## src/kbd_pkg.sv

```systemverilog
package kbd_pkg;

	// byte as sent by the keyboard, scan code set 2
	typedef logic [7:0] scan_code_t;

	// byte as read by the PC on port A, scan code set 1
	typedef logic [7:0] pc_code_t;

	// bit position inside one PS/2 frame
	typedef logic [3:0] frame_count_t;

	// start, 8 data, parity, stop
	localparam int FRAME_BITS = 11;

	// flops on each PS/2 line before use
	localparam int SYNC_STAGES = 2;

	// set-2 break prefix, precedes the code of a released key
	localparam scan_code_t BREAK_PREFIX = 8'hf0;

	// answer to a keyboard reset request
	localparam pc_code_t SELF_TEST_OK = 8'haa;

	// one translated key event, laid out exactly as the pa byte
	typedef struct packed {
		logic       released; // bit 7 of pa
		logic [6:0] code;     // low bits of the set-1 code
	} key_event_t;

	// host side handshake states
	typedef enum logic [2:0] {
		st_idle,       // ready for the next event
		st_hold,       // irq1 up, pa valid
		st_wait_clr,   // pb7 seen high, wait for it to drop
		st_kb_reset,   // pb6 held low by the host
		st_kb_release  // pb6 back high, wait for pb7 low
	} host_state_e;

endpackage

```

## src/host_port.sv

```systemverilog
`timescale 1ns/1ps

module host_port import kbd_pkg::*; (
	input  logic       clk,
	input  logic       rst_n,
	input  key_event_t ev,
	input  logic       ev_valid,
	output logic       ev_ready,
	input  logic       pb6,
	input  logic       pb7,
	output pc_code_t   pa,
	output logic       irq1
);

	host_state_e state_q;
	host_state_e state_d;
	pc_code_t    pa_d;
	logic        irq_d;

	// only an idle port with no reset request takes events
	assign ev_ready = (state_q == st_idle) && pb6;

	always_comb begin
		state_d = state_q;
		pa_d    = pa;
		irq_d   = irq1;

		if (!pb6) begin
			// reset request wins in every state, pa is left alone
			state_d = st_kb_reset;
			irq_d   = 1'b0;
		end else begin
			case (state_q)
				st_idle: begin
					if (ev_valid && ev_ready) begin
						state_d = st_hold;
						pa_d    = pc_code_t'(ev);
						irq_d   = 1'b1;
					end
				end
				st_hold: begin
					if (pb7) begin // host acknowledge
						state_d = st_wait_clr;
						irq_d   = 1'b0;
					end
				end
				st_wait_clr: begin
					if (!pb7) begin
						state_d = st_idle;
						pa_d    = '0;
					end
				end
				st_kb_reset: begin
					state_d = st_kb_release; // pb6 is high again here
				end
				st_kb_release: begin
					// keyboard answers once the irq line is free
					if (!pb7) begin
						state_d = st_hold;
						pa_d    = SELF_TEST_OK;
						irq_d   = 1'b1;
					end
				end
				default: begin
					state_d = st_idle;
					pa_d    = '0;
					irq_d   = 1'b0;
				end
			endcase
		end
	end

	// st_wait_clr after reset, so a pb7 still high is waited out
	always_ff @(posedge clk or negedge rst_n) begin
		if (!rst_n) begin
			state_q <= st_wait_clr;
			pa      <= '0;
			irq1    <= 1'b0;
		end else begin
			state_q <= state_d;
			pa      <= pa_d;
			irq1    <= irq_d;
		end
	end

	a_irq_in_hold: assert property (
		@(posedge clk) disable iff (!rst_n)
		irq1 |-> (state_q == st_hold)
	) else $error("irq1 high outside st_hold");

endmodule

```

## src/kbd_port.sv

```systemverilog
`timescale 1ns/1ps

module kbd_port import kbd_pkg::*; (
	input  logic     clk,
	input  logic     rst_n,
	input  logic     ps2_clk,
	input  logic     ps2_data,
	input  logic     pb6,   // low requests keyboard reset
	input  logic     pb7,   // high acknowledges irq1
	output pc_code_t pa,
	output logic     irq1
);

	scan_code_t rx_code;
	logic       rx_valid;
	key_event_t ev;
	logic       ev_valid;
	logic       ev_ready;

	// PS/2 frame in, raw set-2 byte out
	ps2_rx rx_i (
		.clk      (clk),
		.rst_n    (rst_n),
		.ps2_clk  (ps2_clk),
		.ps2_data (ps2_data),
		.rx_code  (rx_code),
		.rx_valid (rx_valid)
	);

	// translation and break folding, one event deep
	scan_xlat xlat_i (
		.clk      (clk),
		.rst_n    (rst_n),
		.rx_code  (rx_code),
		.rx_valid (rx_valid),
		.ev       (ev),
		.ev_valid (ev_valid),
		.ev_ready (ev_ready)
	);

	host_port host_i (
		.clk      (clk),
		.rst_n    (rst_n),
		.ev       (ev),
		.ev_valid (ev_valid),
		.ev_ready (ev_ready),
		.pb6      (pb6),
		.pb7      (pb7),
		.pa       (pa),
		.irq1     (irq1)
	);

endmodule

```

## src/ps2_rx.sv

```systemverilog
`timescale 1ns/1ps

module ps2_rx import kbd_pkg::*; (
	input  logic       clk,
	input  logic       rst_n,
	input  logic       ps2_clk,
	input  logic       ps2_data,
	output scan_code_t rx_code,
	output logic       rx_valid
);

	logic [SYNC_STAGES-1:0] clk_sync;
	logic [SYNC_STAGES-1:0] data_sync;
	logic                   clk_prev;  // last synchronized ps2_clk
	logic                   clk_s;
	logic                   data_s;
	logic                   clk_fall;
	logic                   data_pos;  // current position holds a data bit
	logic                   frame_end;
	frame_count_t           bit_cnt;
	scan_code_t             shift_q;

	assign clk_s  = clk_sync[SYNC_STAGES-1];
	assign data_s = data_sync[SYNC_STAGES-1];

	// both lines idle high, so the chain resets to ones
	always_ff @(posedge clk or negedge rst_n) begin
		if (!rst_n) begin
			clk_sync  <= '1;
			data_sync <= '1;
			clk_prev  <= 1'b1;
		end else begin
			clk_sync  <= {clk_sync[SYNC_STAGES-2:0], ps2_clk};
			data_sync <= {data_sync[SYNC_STAGES-2:0], ps2_data};
			clk_prev  <= clk_s;
		end
	end

	// keyboard changes data on the rising edge, we sample on the falling one
	assign clk_fall = clk_prev & ~clk_s;

	assign data_pos  = (bit_cnt >= frame_count_t'(1)) && (bit_cnt <= frame_count_t'(8));
	assign frame_end = (bit_cnt == frame_count_t'(FRAME_BITS - 1));

	// position counter, start bit is position 0
	always_ff @(posedge clk or negedge rst_n) begin
		if (!rst_n) begin
			bit_cnt  <= '0;
			rx_valid <= 1'b0;
		end else begin
			rx_valid <= clk_fall & frame_end; // one pulse per stop bit
			if (clk_fall) begin
				if (frame_end)
					bit_cnt <= '0; // wrap after the stop bit
				else
					bit_cnt <= bit_cnt + frame_count_t'(1);
			end
		end
	end

	// data arrives lsb first, so shift in from the top
	always_ff @(posedge clk) begin
		if (clk_fall && data_pos)
			shift_q <= {data_s, shift_q[7:1]};
	end

	// parity and stop are only counted
	assign rx_code = shift_q;

	a_rx_valid_single: assert property (
		@(posedge clk) disable iff (!rst_n)
		rx_valid |=> !rx_valid
	) else $error("rx_valid held for more than one cycle");

endmodule

```

## src/scan_xlat.sv

```systemverilog
`timescale 1ns/1ps

module scan_xlat import kbd_pkg::*; (
	input  logic       clk,
	input  logic       rst_n,
	input  scan_code_t rx_code,
	input  logic       rx_valid,
	output key_event_t ev,
	output logic       ev_valid,
	input  logic       ev_ready
);

	logic [127:0] xlat_row;   // sixteen set-1 bytes, code x0 in the top byte
	pc_code_t     xlat_code;
	logic         is_prefix;
	logic         release_q;  // F0 seen, waiting for its code
	logic         load;

	// set-2 to set-1 translation, one row per upper nibble of 00-7F
	always_comb begin
		case (rx_code[6:4])
			3'h0: xlat_row = 128'hff43413f3d3b3c58644442403e0f2959;
			3'h1: xlat_row = 128'h65382a701d10025a66712c1f1e11035b;
			3'h2: xlat_row = 128'h672e2d201205045c68392f211413065d;
			3'h3: xlat_row = 128'h693130232215075e6a7232241608095f;
			3'h4: xlat_row = 128'h6b332517180b0a606c34352627190c61;
			3'h5: xlat_row = 128'h6d7328741a0d626e3a361c1b752b6376;
			3'h6: xlat_row = 128'h55567778797a0e7b7c4f7d4b477e7f6f;
			default: xlat_row = 128'h5253504c4d480145574e514a37494654;
		endcase

		if (!rx_code[7])
			xlat_code = xlat_row[{~rx_code[3:0], 3'b000} +: 8];
		else if (rx_code == 8'h83)
			xlat_code = 8'h41; // F7
		else if (rx_code == 8'h84)
			xlat_code = 8'h54; // alt+sysrq
		else
			xlat_code = rx_code; // rest of 80-FF goes through as is
	end

	assign is_prefix = (rx_code == BREAK_PREFIX);

	// take a code when the slot is empty or drains this same cycle
	assign load = rx_valid && !is_prefix && (!ev_valid || ev_ready);

	// F0 arms the flag, the next real code clears it
	// whether or not that code finds room
	always_ff @(posedge clk or negedge rst_n) begin
		if (!rst_n)
			release_q <= 1'b0;
		else if (rx_valid)
			release_q <= is_prefix;
	end

	always_ff @(posedge clk or negedge rst_n) begin
		if (!rst_n)
			ev_valid <= 1'b0;
		else if (load)
			ev_valid <= 1'b1;
		else if (ev_ready)
			ev_valid <= 1'b0;
	end

	// a make code keeps its own bit 7, a break code forces it
	always_ff @(posedge clk) begin
		if (load) begin
			ev.released <= release_q | xlat_code[7];
			ev.code     <= xlat_code[6:0];
		end
	end

	a_ev_stable: assert property (
		@(posedge clk) disable iff (!rst_n)
		(ev_valid && !ev_ready) |=> (ev_valid && $stable(ev))
	) else $error("event changed while waiting for the host");

endmodule

```

## config.mk

```make
export PLATFORM = sky130hd
export DESIGN_NAME = kbd_port
export DESIGN_NICKNAME = d
export VERILOG_FILES = /design/src/kbd_pkg.sv /design/src/host_port.sv /design/src/kbd_port.sv /design/src/ps2_rx.sv /design/src/scan_xlat.sv
export SDC_FILE = /design/constraint.sdc
export NUM_CORES = 1
export LEC_CHECK = 0
export ABC_AREA = 1
export BUFFER_PORTS_ARGS = -buffer_cell sky130_fd_sc_hd__buf_2
export CAP_MARGIN = 10
export CELL_PAD_IN_SITES_DETAIL_PLACEMENT = 0
export CELL_PAD_IN_SITES_GLOBAL_PLACEMENT = 2
export CORE_MARGIN = 3
export CORE_UTILIZATION = 32
export CTS_BUF_LIST = sky130_fd_sc_hd__clkbuf_4
export CTS_CLUSTER_SIZE = 14
export DETAILED_ROUTE_END_ITERATION = 8
export HOLD_SLACK_MARGIN = 0.06
export PLACE_DENSITY = 0.8
export RECOVER_POWER = 100
export SLEW_MARGIN = 20
export SYNTH_ARGS = -nofsm -noshare
export SYNTH_HDL_FRONTEND = slang
export SYNTH_SLANG_ARGS = --single-unit
```

## constraint.sdc

```tcl
create_clock -name clk -period 1.9 [get_ports clk]
set_clock_uncertainty 0.05 [all_clocks]
set_input_delay 0.38 -clock clk [delete_from_list [all_inputs] [get_ports clk]]
set_output_delay 0.38 -clock clk [all_outputs]
set_load 0.01 [all_outputs]
```

## Word-level counts from Yosys, hierarchy flattened

Index checks and enable logic that the tools add are counted.

- Register bits: 40
- Input bits: 6
- Output and inout port bits: 9
- Logic and storage cells: 84

- Add/sub/neg operators: 1
- Order comparisons: 2
- Equal/unequal tests: 22
- Shifts and indexed selects: 1
- Mux-type cells: 22
- Bitwise gates (word level): 6
- Reductions and logical operators: 17

Operator list:

| cell | number |
|---|---|
| case mux 128 bit (7 select lines) | 1 |
| indexed part select 128 x 8 -> 8 bit | 1 |
| two-way mux 8 bit | 6 |
| case mux 8 bit (4 select lines) | 1 |
| equality test 8 bit (second input constant) | 3 |
| two-way mux 3 bit | 5 |
| case mux 3 bit (5 select lines) | 1 |
| equality test 3 x 2 -> 1 bit (second input constant) | 4 |
| equality test 3 bit (second input constant) | 4 |
| inequality test 3 bit (second input constant) | 4 |
| inequality test 2 bit (second input constant) | 4 |
| AND reduction 4 bit | 2 |
| equality test 3 x 1 -> 1 bit (second input constant) | 2 |
| logical AND 1 bit | 6 |
| logical NOT 3 bit | 2 |
| two-way mux 1 bit | 6 |
| AND reduction 5 bit | 1 |
| adder 4 x 1 -> 4 bit (second input constant) | 1 |
| equality test 4 bit (second input constant) | 1 |
| >= comparator 4 x 1 -> 1 bit (second input constant) | 1 |
| less-or-equal comparator 4 bit (second input constant) | 1 |
| two-way mux 4 bit | 1 |
| NOT 4 bit | 1 |
| case mux 1 bit (4 select lines) | 1 |
| 7 further kinds | 11 |

## Longest topological paths before layout

- Word-level depth: 6
- Depth in mapped cells: 13
- Mapped depth without buffers: 12

## By module

A second synthesis with hierarchy kept.

- Cells, all modules: 504
- Area total of the unflattened synthesis: 3320.7 um^2

Modules (own cells, without submodules):

| module | instances | cells an instance | area an instance (um^2) | sequential area each (um^2) |
|---|---|---|---|---|
| scan_xlat | 1 | 353 | 1978.1 | 290.3 |
| host_port | 1 | 97 | 689.4 | 301.5 |
| ps2_rx | 1 | 54 | 653.1 | 496.7 |

## Worst setup path before layout

OpenSTA, ideal clock, no wires.

- Path type: reg-to-reg
- Start: register rx_i.clk_prev
- End: register rx_i.shift_q[0], in the netlist rx_i.rx_code[0], enable pin
- Library setup time: 386 ps
- Data arrival time: 1556 ps
- Required time: 1464 ps
- Setup slack: -92 ps
- Cell stages (with the launch flop): 5
- Path buffers: 0
- Clock period less this slack: 1992 ps
- Cells stage by stage: dfstp_2 -> inv_1 -> nor2_1 -> inv_1 -> a211oi_1

- Cells in the longest elaborated chain, start to end: 2

Ends and longest elaborated chain:

| what | RTL line | source |
|---|---|---|
| from (decl) | ps2_rx.sv:14 | `logic clk_prev;` |
| from (signal assigned) | ps2_rx.sv:35 | `clk_prev <= clk_s;` |
| bitwise AND 1 bit | ps2_rx.sv:40 | `assign clk_fall = clk_prev & ~clk_s;` |
| logical AND 1 bit | ps2_rx.sv:63 | `if (clk_fall && data_pos)` |
| to (signal assigned) | ps2_rx.sv:64 | `shift_q <= {data_s, shift_q[7:1]};` |
| to (decl) | ps2_rx.sv:21 | `scan_code_t shift_q;` |

Every way passes these cells.
A chain may end at the register's enable or synchronous reset.

## Worst setup path after layout

- Start: register rx_i.shift_q[5], in the netlist rx_i.rx_code[5]
- End: register, netlist name xlat_i.ev[2]

- Cells in the longest elaborated chain, start to end: 4
- Elaborated cells on any way between the ends: 14
- Classes of those cells: eq/ne: 8; shift: 1; mux: 4; reduce/logical: 1

Ends and longest elaborated chain:

| what | RTL line | source |
|---|---|---|
| equality test 3 bit, or another cell as far along | scan_xlat.sv:21 | `case (rx_code[6:4])` |
| case mux 128 bit (7 select lines) or two-way mux 8 bit (tied branches) | scan_xlat.sv:21, scan_xlat.sv:36 |  |
| indexed part select 128 x 8 -> 8 bit or two-way mux 8 bit (tied branches) | scan_xlat.sv:33, scan_xlat.sv:34 |  |
| two-way mux 8 bit * | scan_xlat.sv:32 | `if (!rx_code[7])` |
| net xlat_i.xlat_code[2] | scan_xlat.sv:14 | `pc_code_t xlat_code;` |

Mark *: on every way through the listed nets, which the timed path passes. The rest lies on a longest branch.

==> run metrics <==
run status finished, final reports clean; area fraction in compound gates after synthesis 0.1374; number of unique standard cell types used by synthesis 31; Detail Route Antenna Nets 0; number of enable-type register cells in the synthesized netlist 16; total number of vias 3253; starting utilization of the core area 0.3369; adder and majority cell fraction of the synthesized area 0; chip height 99.94 um; I/O pin cnt 15; layout cells sized above 1 0.2942; tightest hold margin 218.0 ps; number of global-route vias before repair 2949; final count of negative-setup-slack endpoints 0; launch instance of the worst register-to-register path rx_i.rx_code[5]; worst-case reg-to-reg path depth 7; post-route insts no fill 608; routed vias/inst 5.350; Skew-Pair Late Insertion Delay 340 ps; Root Buffer sky130_fd_sc_hd__clkbuf_4; area share of the largest cell type after synthesis 0.1701; average routed wire per standard cell 15.47 um; post-route DRC violation count 0; Max Clk Rate 536.8 MHz; HPWL reported at the end of detailed placement 7.082 mm; global-route wire length before repair 14.95 mm; number of cells in the design after placement 588; RSZ-0062 raised after global routing yes; Max Cap Violations 0; Avg Cell Area, Syn 6.629 sq um; worst reg2reg endpoint xlat_i.ev[2]; total length of routed wires 9.406 mm; startpoint type of the worst setup path flop; post-synth net total 432; hold violation total from the final report 0; worst hold path cell count 2; maximum number of buffers from clock root to sink 2; CTS HTree Levels 2; ranking of synthesized cells by area sky130_fd_sc_hd__edfxtp_1 17%, sky130_fd_sc_hd__nand2_1 17%, sky130_fd_sc_hd__dfrtp_1 16%, sky130_fd_sc_hd__nand3_1 12%, sky130_fd_sc_hd__nor2_1 6.5%; number of buffers created by CTS 5; number of I/O port buffers 14; main flop type after synthesis sky130_fd_sc_hd__dfrtp_1; area enclosed by the die boundary 0.009988 sq mm; pin count of the biggest net entering global routing 33; fin nets 508; final max-slew violation count 0; proportion of synthesized flip-flops having asynchronous set or reset 0.6000; synthesized area 0.002824 sq mm; VDD IR-drop max 0.3355 mV; TritonRoute pass-1 iters 5; startpoint of the worst hold path pb6; clock tree from TritonCTS yes; cell accounting for the most synthesized area sky130_fd_sc_hd__edfxtp_1; crit path from rx_i.rx_code[5]; total global routing overflow 0; total number of yosys warnings 0; fill cell instance count of the final layout 853; All-Layer GR Usage 0.1896; fraction of the yosys area taken by sequential cells 0.3855; total number of placement rows 33; Least-Margin Pin Slew 527.4 ps; Post-Synth XOR/XNOR Area 0; Period Utilization, post-route 0.9804; simple-gate area share of the yosys netlist 0.3895; worst min-delay path class in2reg; cell count after synthesis 426; Synth Register Bits 40; required time worst endpoint 1960 ps; Crit Path Category reg2reg; main combinational cell family by area after synthesis simple AND/OR/NAND/NOR gates; Synth-to-Final Area Change 35.80%; clock sinks 40; max_slew headroom 0.6484; die width 99.94 um; Placer Congestion 0.9747; biggest fanout along the worst timing path 8; area of the core 0.008382 sq mm; Antenna diodes 0; initial antenna violation count 0; type of destination of the critical path flop; mux cell area share after synthesis 0; r2r setup slk 40 ps; end point of the most critical hold path host_i.state_q[1]; arrival time worst endpoint 1920 ps; iteration-0 DRC count of the detailed router 325; cell area power density 970.8 mW/mm^2; time the worst path needs with I/O delays and setup 1863 ps; Clk pin slew, worst setup/hold paths 120 ps; Static Leak 0.001846 uW
## worst max-delay path, cell delays in order (launching register included)
cell                       delay, ps
sky130_fd_sc_hd__edfxtp_1        520
sky130_fd_sc_hd__buf_6           200
sky130_fd_sc_hd__nand2_1         180
sky130_fd_sc_hd__nand2_1         130
sky130_fd_sc_hd__o22ai_1         210
sky130_fd_sc_hd__a21oi_1         120
sky130_fd_sc_hd__nor2_1          150
sky130_fd_sc_hd__a21oi_1          80
## cells in the final DEF (no fill, tap or decap), types with 5 or more instances in the layout
master	Yosys	routed
sky130_fd_sc_hd__a21oi_1	28	25
sky130_fd_sc_hd__buf_2	9	14
sky130_fd_sc_hd__buf_4	5	59
sky130_fd_sc_hd__buf_6	0	9
sky130_fd_sc_hd__clkbuf_4	0	6
sky130_fd_sc_hd__dfrtp_1	18	18
sky130_fd_sc_hd__dfstp_2	6	5
sky130_fd_sc_hd__edfxtp_1	16	16
sky130_fd_sc_hd__inv_1	36	32
sky130_fd_sc_hd__inv_2	2	5
sky130_fd_sc_hd__nand2_1	127	111
sky130_fd_sc_hd__nand2_2	1	11
sky130_fd_sc_hd__nand2_4	0	5
sky130_fd_sc_hd__nand3_1	65	59
sky130_fd_sc_hd__nand3_2	0	6
sky130_fd_sc_hd__nand4_1	6	6
sky130_fd_sc_hd__nor2_1	49	41
sky130_fd_sc_hd__nor2_2	3	8
sky130_fd_sc_hd__nor2_4	2	5
sky130_fd_sc_hd__o211ai_1	5	5
sky130_fd_sc_hd__o21ai_0	25	23
## worst max path at each step
stage | endpoint | cells past startpoint
global route | xlat_i.ev[5] | 12
global placement | xlat_i.ev[5] | 12
CTS | xlat_i.ev[5] | 12
floorplan | xlat_i.ev[0] | 8
finish | xlat_i.ev[2] | 7
detailed placement | xlat_i.ev[1] | 12
## flip-flops by register name, summed over array words and instances (netlist names)
signal / flops
host_i.pa: 8
rx_i.rx_code: 8
rx_i.data_sync: 2
rx_i.bit_cnt: 4
host_i.irq1: 1
rx_i.clk_sync: 2
xlat_i.release_q: 1
xlat_i.ev_valid: 1
rx_i.clk_prev: 1
xlat_i.ev: 8
host_i.state_q: 3
rx_i.rx_valid: 1
## per-stage QoR
step,TNS (ps),util,cell area (sq um),setup slack [ps],total power (uW)
floorplan,0,-,2833,119.4,2338
global placement,-144.1,0.4104,3440,-72.50,3025
detailed placement,-45.06,0.4104,3440,-25.00,3006
CTS,0,0.4244,3557,1.198,3595
global route,-902.3,0.4575,3835,-117.2,4041
finish,0,0.4575,3835,37.16,3723
## per-layer routing
| metal | vias up | track usage | routed length (um) |
|---|---|---|---|
| met5 | - | 0 | 0 |
| met2 | 153 | 0.2766 | 4145 |
| li1 | 1576 | - | - |
| met1 | 1493 | 0.2722 | 4206 |
| met3 | 31 | 0.04587 | 735 |
| met4 | 0 | 0.06723 | 318 |
## cells in the mapped netlist (2+ instances only)
| library cell | n |
|---|---|
| sky130_fd_sc_hd__inv_2 | 2 |
| sky130_fd_sc_hd__nor2_2 | 3 |
| sky130_fd_sc_hd__a31oi_1 | 3 |
| sky130_fd_sc_hd__clkbuf_1 | 5 |
| sky130_fd_sc_hd__inv_1 | 36 |
| sky130_fd_sc_hd__nor3_1 | 3 |
| sky130_fd_sc_hd__edfxtp_1 | 16 |
| sky130_fd_sc_hd__o211ai_1 | 5 |
| sky130_fd_sc_hd__buf_4 | 5 |
| sky130_fd_sc_hd__buf_2 | 9 |
| sky130_fd_sc_hd__a21oi_1 | 28 |
| sky130_fd_sc_hd__o21ai_0 | 25 |
| sky130_fd_sc_hd__dfstp_2 | 6 |
| sky130_fd_sc_hd__nor2_4 | 2 |
| sky130_fd_sc_hd__nand2_1 | 127 |
| sky130_fd_sc_hd__nand3_1 | 65 |
| sky130_fd_sc_hd__dfrtp_1 | 18 |
| sky130_fd_sc_hd__o22ai_1 | 2 |
| sky130_fd_sc_hd__nand4_1 | 6 |
| sky130_fd_sc_hd__nor2_1 | 49 |
## kinds of logic (layout without fill, tap and decap cells)
group | count (synthesis) | after routing
compound gates | 70 | 70
buf+inv | 58 | 135
flops | 40 | 40
simple gates | 258 | 258
## layout make-up
type	count	area, sq um	share of cell area
well taps	105	131.4	0.03426
clock buffers	6	45.04	0.01175
clock inverters	2	35.03	0.009135
flip-flops and latches	40	1089	0.2838
inverters	38	145.1	0.03785
repair buffers	89	729.5	0.1902
multi-input cells	328	1660	0.4330
## what timing repair did
item	CTS	global route
buffers inserted	0	9
pin swaps	0	14
gates resized for setup	3	57
setup endpoints to repair	2	24
gates cloned	0	1
hold buffers	3	0
endpoints found under the hold margin	20	0
## where the power goes
| group | total (uW) | switching (uW) | internal (uW) |
|---|---|---|---|
| Sequential | 1300 | 159 | 1140 |
| Clock | 564 | 274 | 290 |
| Combinational | 1860 | 1100 | 757 |
No activity file was read; power rests on OpenSTA's default activity.
